## src/sdramTiming_defs.svh

```systemverilog
// SDRAM geometry and timing
`ifndef SDRAM_TIMING_DEFS_SVH
`define SDRAM_TIMING_DEFS_SVH

// saddr is {bank, row, column}
`define COL_BITS    9
`define ROW_BITS    11
`define BA_BITS     2
`define SADDR_BITS  (`BA_BITS + `ROW_BITS + `COL_BITS)

// cycle counts, shortened for simulation
`define DELAY_NCKE         20   // CKE low hold at power-up
`define DELAY_TREF         300  // refresh interval
`define DELAY_TRP          1
`define DELAY_TRFC         7
`define DELAY_TMRD         0
`define DELAY_TRCD         1
`define DELAY_AFTER_READ   3    // covers tRC with auto-precharge
`define DELAY_AFTER_WRITE  5

`define INIT_AUTO_REFS     2

// CAS 2, sequential, burst length 2
`define MODE_WORD          'h021

`endif

```

## src/sdramPkg.sv

```systemverilog
// SDRAM subsystem types
`include "sdramTiming_defs.svh"

package sdramPkg;

    // pin pattern {CKE, CSn, RASn, CASn, WEn}
    typedef enum logic [4:0] {
        NOP_NCKE      = 5'b00111,
        NOP           = 5'b10111,
        PRECHARGE_ALL = 5'b10010,
        AUTO_REFRESH  = 5'b10001,
        LOAD_MODE     = 5'b10000,
        ACTIVE        = 5'b10011,
        READ          = 5'b10101,
        WRITE         = 5'b10100
    } sdramCmdT;

    typedef struct packed {
        logic                    valid;
        logic                    write;
        logic [`SADDR_BITS-1:0]  saddr;   // halfword address
        logic [31:0]             wdata;
    } memReqT;

    typedef struct packed {
        logic        done;
        logic [31:0] rdata;
    } memRspT;

    typedef struct packed {
        sdramCmdT              cmd;
        logic [`ROW_BITS-1:0]  addr;
        logic [`BA_BITS-1:0]   ba;
        logic [15:0]           dqOut;
        logic                  dqOe;
    } sdramPinsT;

    // AHB-Lite address phase
    typedef struct packed {
        logic        hsel;
        logic [1:0]  htrans;
        logic        hwrite;
        logic [2:0]  hsize;
        logic [31:0] haddr;
    } ahbAddrT;

endpackage

```

## src/ahbSlavePort.sv

```systemverilog
// AHB-Lite slave port
`timescale 1ns/10ps
`include "sdramTiming_defs.svh"

module ahbSlavePort (
    input  logic              HCLK,
    input  logic              HRESETn,
    input  sdramPkg::ahbAddrT ahb,
    input  logic [31:0]       hwdata,
    output logic [31:0]       hrdata,
    output logic              hready,
    output sdramPkg::memReqT  req,
    input  sdramPkg::memRspT  rsp
);

    logic                   start;
    logic                   dataPhase;   // cycle after the accepted address phase
    logic                   reqValid;
    logic                   pendWrite;
    logic [`SADDR_BITS-1:0] pendSaddr;
    logic [31:0]            pendWdata;

    // NONSEQ and SEQ both have htrans[1] set
    assign start  = hready && ahb.hsel && ahb.htrans[1];
    assign hready = !(dataPhase || reqValid);   // one transfer at a time

    always_ff @(posedge HCLK) begin
        if (!HRESETn) begin
            dataPhase <= 1'b0;
            reqValid  <= 1'b0;
        end else begin
            dataPhase <= start;
            if (dataPhase) begin
                reqValid <= 1'b1;   // write data is in from here on
            end else if (rsp.done) begin
                reqValid <= 1'b0;
            end
        end
    end

    always_ff @(posedge HCLK) begin
        if (start) begin
            pendWrite <= ahb.hwrite;
            pendSaddr <= ahb.haddr[`SADDR_BITS:1];   // byte lane bit dropped
        end
        if (dataPhase) begin
            pendWdata <= hwdata;
        end
        if (rsp.done && !pendWrite) begin
            hrdata <= rsp.rdata;
        end
    end

    assign req = '{
        valid: reqValid,
        write: pendWrite,
        saddr: pendSaddr,
        wdata: pendWdata
    };

    // request held steady until the sequencer reports it finished
    assert property (@(posedge HCLK) disable iff (!HRESETn)
        req.valid && !rsp.done |=> $stable(req));

endmodule

```

## src/portArbiter.sv

```systemverilog
// round-robin arbiter for two ports
`timescale 1ns/10ps

module portArbiter (
    input  logic             HCLK,
    input  logic             HRESETn,
    input  sdramPkg::memReqT reqA,
    input  sdramPkg::memReqT reqB,
    output sdramPkg::memRspT rspA,
    output sdramPkg::memRspT rspB,
    output sdramPkg::memReqT req,
    input  sdramPkg::memRspT rsp,
    input  logic             accept
);

    logic locked;   // granted transfer in flight
    logic grantB;   // owner while locked
    logic prioB;    // B wins a tie
    logic selB;

    always_comb begin
        if (locked) begin
            selB = grantB;
        end else if (prioB) begin
            selB = reqB.valid || !reqA.valid;
        end else begin
            selB = reqB.valid && !reqA.valid;
        end
    end

    assign req  = selB ? reqB : reqA;
    assign rspA = '{done: rsp.done && locked && !grantB, rdata: rsp.rdata};
    assign rspB = '{done: rsp.done && locked && grantB, rdata: rsp.rdata};

    always_ff @(posedge HCLK) begin
        if (!HRESETn) begin
            locked <= 1'b0;
            grantB <= 1'b0;
            prioB  <= 1'b0;
        end else if (accept) begin
            locked <= 1'b1;
            grantB <= selB;
        end else if (rsp.done) begin
            locked <= 1'b0;
            prioB  <= !grantB;   // other port first next time
        end
    end

    // sequencer finishes only what was granted
    assert property (@(posedge HCLK) disable iff (!HRESETn) rsp.done |-> locked);

endmodule

```

## src/sdramSequencer.sv

```systemverilog
// SDRAM command sequencer
`timescale 1ns/10ps
`include "sdramTiming_defs.svh"

module sdramSequencer (
    input  logic                HCLK,
    input  logic                HRESETn,
    input  sdramPkg::memReqT    req,
    output logic                accept,
    output sdramPkg::memRspT    rsp,
    output sdramPkg::sdramPinsT pins,
    input  logic [15:0]         dqIn
);

    import sdramPkg::*;

    typedef enum logic [4:0] {
        stInitNcke, stInitCke, stInitPre, stInitPreWait,
        stInitRef, stInitRefWait, stInitLmr, stInitLmrWait,
        stIdle, stAct, stActWait,
        stRead, stCasWait, stRd0, stRd1, stReadWait,
        stWr0, stWr1, stWriteWait,
        stRef, stRefWait
    } stateT;

    stateT                  state;
    stateT                  next;
    logic [3:0]             shortCnt;
    logic [15:0]            longCnt;      // CKE hold, then refresh interval
    logic [2:0]             repCnt;       // init refreshes left
    logic                   modeLoaded;
    logic                   shortDone;
    logic                   longDone;
    logic                   curWrite;
    logic [`SADDR_BITS-1:0] curSaddr;
    logic [31:0]            curWdata;
    logic [31:0]            rdata;
    logic [`BA_BITS-1:0]    bank;
    logic [`ROW_BITS-1:0]   row;
    logic [`COL_BITS-1:0]   col;

    assign shortDone = (shortCnt == '0);
    assign longDone  = (longCnt == '0);   // refresh due once out of init
    assign accept    = (state == stIdle) && !longDone && req.valid;
    assign {bank, row, col} = curSaddr;

    always_comb begin
        next = state;
        case (state)
            stInitNcke:    next = longDone ? stInitCke : stInitNcke;
            stInitCke:     next = stInitPre;
            stInitPre:     next = stInitPreWait;
            stInitPreWait: next = shortDone ? stInitRef : stInitPreWait;
            stInitRef:     next = stInitRefWait;
            stInitRefWait: begin
                if (shortDone) begin
                    next = (repCnt == '0) ? stInitLmr : stInitRef;
                end
            end
            stInitLmr:     next = stInitLmrWait;
            stInitLmrWait: next = shortDone ? stIdle : stInitLmrWait;
            stIdle: begin
                if (longDone) begin
                    next = stRef;   // refresh beats a waiting request
                end else if (req.valid) begin
                    next = stAct;
                end
            end
            stAct:         next = stActWait;
            stActWait: begin
                if (shortDone) begin
                    next = curWrite ? stWr0 : stRead;
                end
            end
            stRead:        next = stCasWait;
            stCasWait:     next = stRd0;
            stRd0:         next = stRd1;
            stRd1:         next = stReadWait;
            stReadWait:    next = shortDone ? stIdle : stReadWait;
            stWr0:         next = stWr1;
            stWr1:         next = stWriteWait;
            stWriteWait:   next = shortDone ? stIdle : stWriteWait;
            stRef:         next = stRefWait;
            stRefWait:     next = shortDone ? stIdle : stRefWait;
            default:       next = stInitNcke;
        endcase
    end

    always_ff @(posedge HCLK) begin
        if (!HRESETn) begin
            state      <= stInitNcke;
            shortCnt   <= '0;
            longCnt    <= 16'(`DELAY_NCKE);
            repCnt     <= 3'(`INIT_AUTO_REFS);
            modeLoaded <= 1'b0;
        end else begin
            state <= next;
            case (state)
                stInitPre:        shortCnt <= 4'(`DELAY_TRP);
                stInitRef, stRef: shortCnt <= 4'(`DELAY_TRFC);
                stInitLmr:        shortCnt <= 4'(`DELAY_TMRD);
                stAct:            shortCnt <= 4'(`DELAY_TRCD);
                stRd1:            shortCnt <= 4'(`DELAY_AFTER_READ);
                stWr1:            shortCnt <= 4'(`DELAY_AFTER_WRITE);
                default: begin
                    if (!shortDone) begin
                        shortCnt <= shortCnt - 1'b1;
                    end
                end
            endcase
            if (state == stInitRef || state == stRef) begin
                longCnt <= 16'(`DELAY_TREF);
            end else if (!longDone) begin
                longCnt <= longCnt - 1'b1;
            end
            if (state == stInitRef) begin
                repCnt <= repCnt - 1'b1;
            end
            if (state == stInitLmr) begin
                modeLoaded <= 1'b1;
            end
        end
    end

    always_ff @(posedge HCLK) begin
        if (accept) begin
            curWrite <= req.write;
            curSaddr <= req.saddr;
            curWdata <= req.wdata;
        end
        if (state == stRd0) begin
            rdata[15:0] <= dqIn;    // low half arrives first
        end
        if (state == stRd1) begin
            rdata[31:16] <= dqIn;
        end
    end

    assign rsp = '{
        done:  (state == stReadWait || state == stWriteWait) && shortDone,
        rdata: rdata
    };

    always_comb begin
        pins.cmd   = NOP;
        pins.addr  = '0;
        pins.ba    = '0;
        pins.dqOut = '0;
        pins.dqOe  = 1'b0;
        case (state)
            stInitNcke: pins.cmd = NOP_NCKE;
            stInitPre: begin
                pins.cmd      = PRECHARGE_ALL;
                pins.addr[10] = 1'b1;   // all banks
            end
            stInitRef, stRef: pins.cmd = AUTO_REFRESH;
            stInitLmr: begin
                pins.cmd  = LOAD_MODE;
                pins.addr = `ROW_BITS'(`MODE_WORD);
            end
            stAct: begin
                pins.cmd  = ACTIVE;
                pins.addr = row;
                pins.ba   = bank;
            end
            stRead, stWr0: begin
                pins.cmd                  = (state == stWr0) ? WRITE : READ;
                pins.addr[`COL_BITS-1:0]  = col;
                pins.addr[10]             = 1'b1;   // auto-precharge
                pins.ba                   = bank;
                pins.dqOut                = curWdata[15:0];
                pins.dqOe                 = (state == stWr0);
            end
            stWr1: begin
                pins.dqOut = curWdata[31:16];
                pins.dqOe  = 1'b1;
            end
            default: ;
        endcase
    end

    // a row is only opened once init has programmed the mode register
    assert property (@(posedge HCLK) disable iff (!HRESETn)
        pins.cmd == ACTIVE |-> modeLoaded);

endmodule

```

## src/sdramSubsystem.sv

```systemverilog
// two-port SDRAM subsystem top
`timescale 1ns/10ps

module sdramSubsystem (
    input  logic                HCLK,
    input  logic                HRESETn,
    input  sdramPkg::ahbAddrT   cpuAhb,
    input  sdramPkg::ahbAddrT   dmaAhb,
    input  logic [31:0]         cpuHwdata,
    input  logic [31:0]         dmaHwdata,
    output logic [31:0]         cpuHrdata,
    output logic [31:0]         dmaHrdata,
    output logic                cpuHready,
    output logic                dmaHready,
    output sdramPkg::sdramPinsT sdram,
    input  logic [15:0]         dqIn
);

    import sdramPkg::*;

    memReqT cpuReq;
    memReqT dmaReq;
    memReqT seqReq;   // granted request
    memRspT cpuRsp;
    memRspT dmaRsp;
    memRspT seqRsp;
    logic   accept;

    ahbSlavePort iCpuPort (
        .HCLK(HCLK), .HRESETn(HRESETn),
        .ahb(cpuAhb), .hwdata(cpuHwdata), .hrdata(cpuHrdata), .hready(cpuHready),
        .req(cpuReq), .rsp(cpuRsp)
    );

    ahbSlavePort iDmaPort (
        .HCLK(HCLK), .HRESETn(HRESETn),
        .ahb(dmaAhb), .hwdata(dmaHwdata), .hrdata(dmaHrdata), .hready(dmaHready),
        .req(dmaReq), .rsp(dmaRsp)
    );

    portArbiter iArbiter (
        .HCLK(HCLK), .HRESETn(HRESETn),
        .reqA(cpuReq), .reqB(dmaReq), .rspA(cpuRsp), .rspB(dmaRsp),
        .req(seqReq), .rsp(seqRsp), .accept(accept)
    );

    sdramSequencer iSequencer (
        .HCLK(HCLK), .HRESETn(HRESETn),
        .req(seqReq), .accept(accept), .rsp(seqRsp),
        .pins(sdram), .dqIn(dqIn)
    );

endmodule

```

## config.mk

```make
export PLATFORM = sky130hd
export DESIGN_NAME = sdramSubsystem
export DESIGN_NICKNAME = d
export VERILOG_FILES = /design/src/sdramPkg.sv /design/src/ahbSlavePort.sv /design/src/portArbiter.sv /design/src/sdramSequencer.sv /design/src/sdramSubsystem.sv
export VERILOG_INCLUDE_DIRS = /design/src
export SDC_FILE = /design/constraint.sdc
export NUM_CORES = 1
export LEC_CHECK = 0
export ABC_AREA = 1
export BUFFER_PORTS_ARGS = -buffer_cell sky130_fd_sc_hd__buf_2
export CAP_MARGIN = 25
export CORE_AREA = 2 2 156 158
export CTS_CLUSTER_SIZE = 12
export DETAILED_ROUTE_END_ITERATION = 10
export DIE_AREA = 0 0 158 160
export PLACE_DENSITY_LB_ADDON = 0.2
export SKIP_LAST_GASP = 1
export SYNTH_ARGS = -nofsm -noshare
export SYNTH_HDL_FRONTEND = slang
export SYNTH_SLANG_ARGS = --single-unit
```

## constraint.sdc

```tcl
create_clock -name HCLK -period 2.8 [get_ports HCLK]
set_input_delay 0.14 -clock HCLK [delete_from_list [all_inputs] [get_ports HCLK]]
set_output_delay 0.14 -clock HCLK [all_outputs]
set_load 0.05 [all_outputs]
```

Yosys cells after proc, flatten, opt, wreduce, memory -nomap -nowiden
Cells that the tools add are included.
- ROM bits: 0
- memories: 0
- bits of input ports: 160
- bits in registers: 296
- bits in latches: 0
- bits in writable memories: 0
- multipliers: 0
- bitwise gates (word level): 2
- reductions and logical operators: 40
- equality and inequality tests: 25
- divide/modulo/power cells: 0
- add/subtract/negate cells: 3
- shift-type cells: 0
- magnitude comparators: 0
- muxes and demuxes: 33
- operator list (cell ; number):
    case mux 5 bit (21 select lines) ; 1
    two-way mux 56 bit ; 1
    equality test 5 x 4 -> 1 bit (second input constant) ; 8
    two-way mux 5 bit ; 7
    case mux 17 bit (2 select lines) ; 1
    case mux 5 bit (6 select lines) ; 1
    case mux 9 bit (3 select lines) ; 1
    equality test 5 bit (second input constant) ; 5
    equality test 5 x 3 -> 1 bit (second input constant) ; 4
    case mux 4 bit (5 select lines) ; 1
    two-way mux 9 bit ; 2
    zero test 16 bit ; 1
    subtractor 16 x 1 -> 16 bit (second input constant) ; 1
    logical AND 1 bit ; 13
    two-way mux 1 bit ; 11
    equality test 5 x 2 -> 1 bit (second input constant) ; 2
    two-way mux 4 bit ; 2
    OR reduction 2 bit ; 4
    zero test 1 bit ; 7
    two-way mux 3 bit ; 2
    != test 6 bit (second input constant) ; 1
    nonzero test 2 bit ; 3
    OR reduction 3 bit ; 2
    equality test 5 x 1 -> 1 bit (second input constant) ; 1
    other kinds (14) ; 21

Longest topological paths before layout
- depth after elaboration: 8
- mapped depth: 12
- mapped depth without buffers: 12

Hierarchy
From an unflattened synthesis, not the netlist that was laid out.
- cells, all modules: 967
- area, all modules: 11861.4 um^2
- modules (own cells, without submodules) (module ; area each (um^2) ; instances ; cells an instance):
    ahbSlavePort ; 2721.4 ; 2 ; 103
    sdramSequencer ; 4978.5 ; 1 ; 486
    portArbiter ; 1440.1 ; 1 ; 275

Worst setup path after synthesis
Ideal clock, no wire load.
- kind: reg2reg
- from: reg iCpuPort.dataPhase
- to: reg iCpuPort.pendSaddr[0] (enable)
- arrival time: 3.292 ns
- stages on the path, launching flop included: 4
- library setup time: 0.432 ns
- slack: -0.924 ns
- path through: dfxtp_1 > nor2_1 > inv_1 > nor3_1
- cells in the longest elaborated chain, start to end: 4
- RTL lines (element ; RTL line ; RTL):
    start, declared ; ahbSlavePort.sv:17 ; logic dataPhase;
    start signal, assigned ; ahbSlavePort.sv:32 ; dataPhase <= start;
    logical OR 1 bit ; ahbSlavePort.sv:25 ; assign hready = !(dataPhase || reqValid);
    zero test 1 bit ; ahbSlavePort.sv:25 ;
    net cpuHready ; sdramSubsystem.sv:13 ; output logic cpuHready,
    logical AND 1 bit (2 in series) ; ahbSlavePort.sv:24 ; assign start = hready && ahb.hsel && ahb.htrans[1];
    net iCpuPort.start ; ahbSlavePort.sv:16 ; logic start;
    end signal, assigned ; ahbSlavePort.sv:44 ; pendSaddr <= ahb.haddr[`SADDR_BITS:1];
    end, declared ; ahbSlavePort.sv:20 ; logic [`SADDR_BITS-1:0] pendSaddr;
The timed path passes the listed nets, and every way through them passes these cells.
A chain may end at the register's enable or synchronous reset.

==> results by group <==
Floorplanning
  • Starting density of the core: 46.6%
  • Chip width: 158 um
  • # IOs: 261
  • Row count: 57
  • Die area: 25300 um^2
  • Height of the die: 160 um
  • Core Region: 23800 um^2

Synthesis
  • Syn Area/Cell: 12.5 um^2
  • Number of flops mapped to enable cells by yosys: ~260
  • Post-synthesis sequential area ratio: 76.8%
  • Largest family of logic cells by synthesized area: simple AND/OR/NAND/NOR gates
  • Synthesis-stage register bit count: 296
  • Netlist cell types: 35
  • Synth Area in Adders: 0.563%
  • Synth Net Count: 1052
  • Most common flop cell mapped by yosys: edfxtp_1
  • Post-Syn Instances: 887
  • Yosys warnings: 0
  • Simple-gate share of the synthesized area: 15.8%
  • Synth Area in Compound Gates: 3.19%
  • Post-synth ARST share: 0%
  • Cell accounting for the most synthesized area: edfxtp_1
  • Post-synthesis mux area share: 0%
  • Synth Cell Area: approximately 11000 um^2
  • XOR/XNOR share of the synthesized area: 0.867%
  • Yosys top cell area share: 70.5%
  • Synth top area cells: edfxtp_1, nand2_1, dfxtp_1

STA
  • Hold Violations, Final: 0
  • Clk_skew: 0.0110 ns
  • Setup TNS: 0 ns
  • Final min period: 2.62 ns
  • Final Setup Violations: 0
  • Max_slew headroom: 49.4%
  • Max-slew violations: 0
  • Fin crit share: between 90 and 100%
  • Peak Freq: 382 MHz
  • RSZ-0062 raised after global routing: no
  • Final hold slack: 0.284 ns
  • Actual slew at the worst max-slew pin: 0.758 ns
  • Setup ws final: 0.183 ns

Worst setup path
  • Crit-path max FO: 19
  • Crit start category: register
  • Crit path kind: reg2out
  • CP required: 2.66 ns
  • Crit. End Element: primary output
  • Worst Path Arrival: 2.48 ns

Clock tree
  • CTS clk-pin slew, worst paths: 0.06 ns
  • Post-CTS setup buffer count: 0
  • CTS tree: built
  • # resized after CTS: 0
  • CTS max path bufs: 3
  • Num CTS Buffers: 31
  • Sink Count: 296
  • Clock latency on the worst-skew pair: approximately 0.55 ns
  • CTS Hold Bufs: 131
  • Htree depth: 1
  • Clock root buffer: clkbuf_16

Placed design
  • DP HPWL: around 15000 um
  • Final GP Congestion: 0.866
  • PortBufs: between 200 and 250
  • Setup Slack @ Placement: 0.689 ns
  • Area after DPL: 12800 um^2

Drt
  • Vias per inst: 4.76
  • Drt total wl: 25300 um
  • WL/cell: 15.6 um
  • Routed Antenna Nets: 0
  • Drt drc: 0
  • TritonRoute pass-1 iters: 5
  • Drt initial violations: 387
  • Routed via count: between 7000 and 8000

Cells and area
  • Final nets: 1441
  • Final instance area: between 15000 and 20000 um^2
  • Multi-input logic area: 2320 um^2
  • Fin util: 63.0%
  • Synthesis-to-finish area growth: 35.1%
  • Layout cells sized above 1: 23.9%
  • # fillers: 1878
  • Reg area: around 8500 um^2

Pwr
  • Worst-case vdd ir drop: 0.000560 V
  • PD cells: around 630 nW/um^2
  • Pleak: 6.21 nW

Global routing
  • Largest net degree at the start of global routing: 56
  • GRT Overall Usage: 20.2%
  • Total grt overflow: 0
  • Vias in the first global route: between 7000 and 8000
  • Initial antenna violation count: 3
  • First-pass GRT wire length: 39900 um

Job
  • Max Cap Violations: 0

Status
  • Status: finished, final reports clean

Min path
  • Worst min path class: in2reg
==> synth_stat cells, types with 2 or more instances <==
cell type  instances
buf_2              3
o21ai_0           37
clkbuf_1          11
nor2_1            69
ha_1               5
nor2_2             7
nand2_2            2
nand3_1           38
nor4_1             4
buf_1              6
xnor2_1            3
nand2_1          286
o211ai_1           3
dfxtp_1           35
nand4_1            5
o21ai_1            2
inv_1             49
o31ai_1            2
xor2_1             8
inv_2              6
edfxtp_1         261
a21oi_1           18
nor3_1            14
o21bai_1           2
==> cell usage in the layout, fill, tap and decap left out, types with 4 or more instances in the layout <==
master / count
dlygate4sd3_1: 131
nand2_1: 285
nor2_1: 64
buf_4: 12
buf_2: 231
clkbuf_1: 13
clkbuf_16: 31
inv_2: 7
inv_1: 48
a21oi_1: 18
nand3_1: 38
xor2_1: 8
nor2_2: 10
dfxtp_1: 35
nor4_1: 4
clkinv_1: 8
nor3_1: 12
edfxtp_1: 261
ha_1: 5
o21ai_0: 37
nand4_1: 5
==> final cells by class <==
type | count | area share (%)
Antenna cell | 2 | 0.0333
Sequential cell | 296 | 56.9
Inverter | 56 | 1.40
Timing Repair Buffer | 377 | 17.4
Clock buffer | 46 | 5.68
Clock inverter | 11 | 0.383
Multi-Input combinational cell | 514 | 15.5
Tap cell | 324 | 2.70
==> path summary, 6_finish.rpt <==
| check | cells after the start | slack, ns | from | end |
|---|---|---|---|---|
| worst max-delay path | 6 | 0.18 | iSequencer.state[2] | sdram[3] |
| worst min-delay path | 4 | 0.28 | dmaAhb[38] | iDmaPort.pendSaddr[17] |
| worst max register to register | 9 | 0.65 | iSequencer.state[1] | iDmaPort.hrdata[22] |
| worst min register to register | 0 | 0.44 | iSequencer.rdata[27] | iCpuPort.hrdata[27] |
==> per-layer routing <==
layer	track usage (%)	routed length [um]
met5	0	0
met4	5.45	569
met3	5.56	2080
met2	35.0	12600
met1	25.0	10100
==> registers in the layout, summed over array words and instances, names as in the netlist, 3 cells and up <==
register	flops
iCpuPort.hrdata	32
iCpuPort.pendSaddr	22
iCpuPort.pendWdata	32
iDmaPort.hrdata	32
iDmaPort.pendSaddr	22
iDmaPort.pendWdata	32
iSequencer.curSaddr	22
iSequencer.curWdata	32
iSequencer.longCnt	16
iSequencer.rdata	32
iSequencer.repCnt	3
iSequencer.shortCnt	4
iSequencer.state	5
==> where the power goes <==
part | total [mW] | switching [mW] | internal, mW | leakage, nW
clock | 3.67 | 1.58 | 2.09 | 0.428
combinational | 0.817 | 0.460 | 0.356 | 3.13
sequential | 4.97 | 0.0572 | 4.91 | 2.66
total | 9.46 | 2.10 | 7.36 | 6.21
==> critical path, cell delays in order, from the launching register on <==
cell and delay (ns):
dfxtp_1 0.39, nor2_2 0.34, nand2_1 0.15, nor2_4 0.50, nand2_1 0.12, nand2_1 0.15
buf_2 0.28
==> logic make-up (layout without fill, tap and decap cells) <==
family,count (synthesis),in the layout
compound gates,66,66
flops,296,296
other cells,1,3
fa+ha+maj,5,5
xor+xnor,11,11
buf+inv,77,490
simple gates,431,431
==> metrics by stage <==
step	instances	total power, mW
finish	1626	9.46
global route	1625	9.86
CTS	1624	9.52
detailed placement	1436	5.72
global placement	1436	5.71
floorplan	887	5.50
No activity file was read; power rests on OpenSTA's default activity.
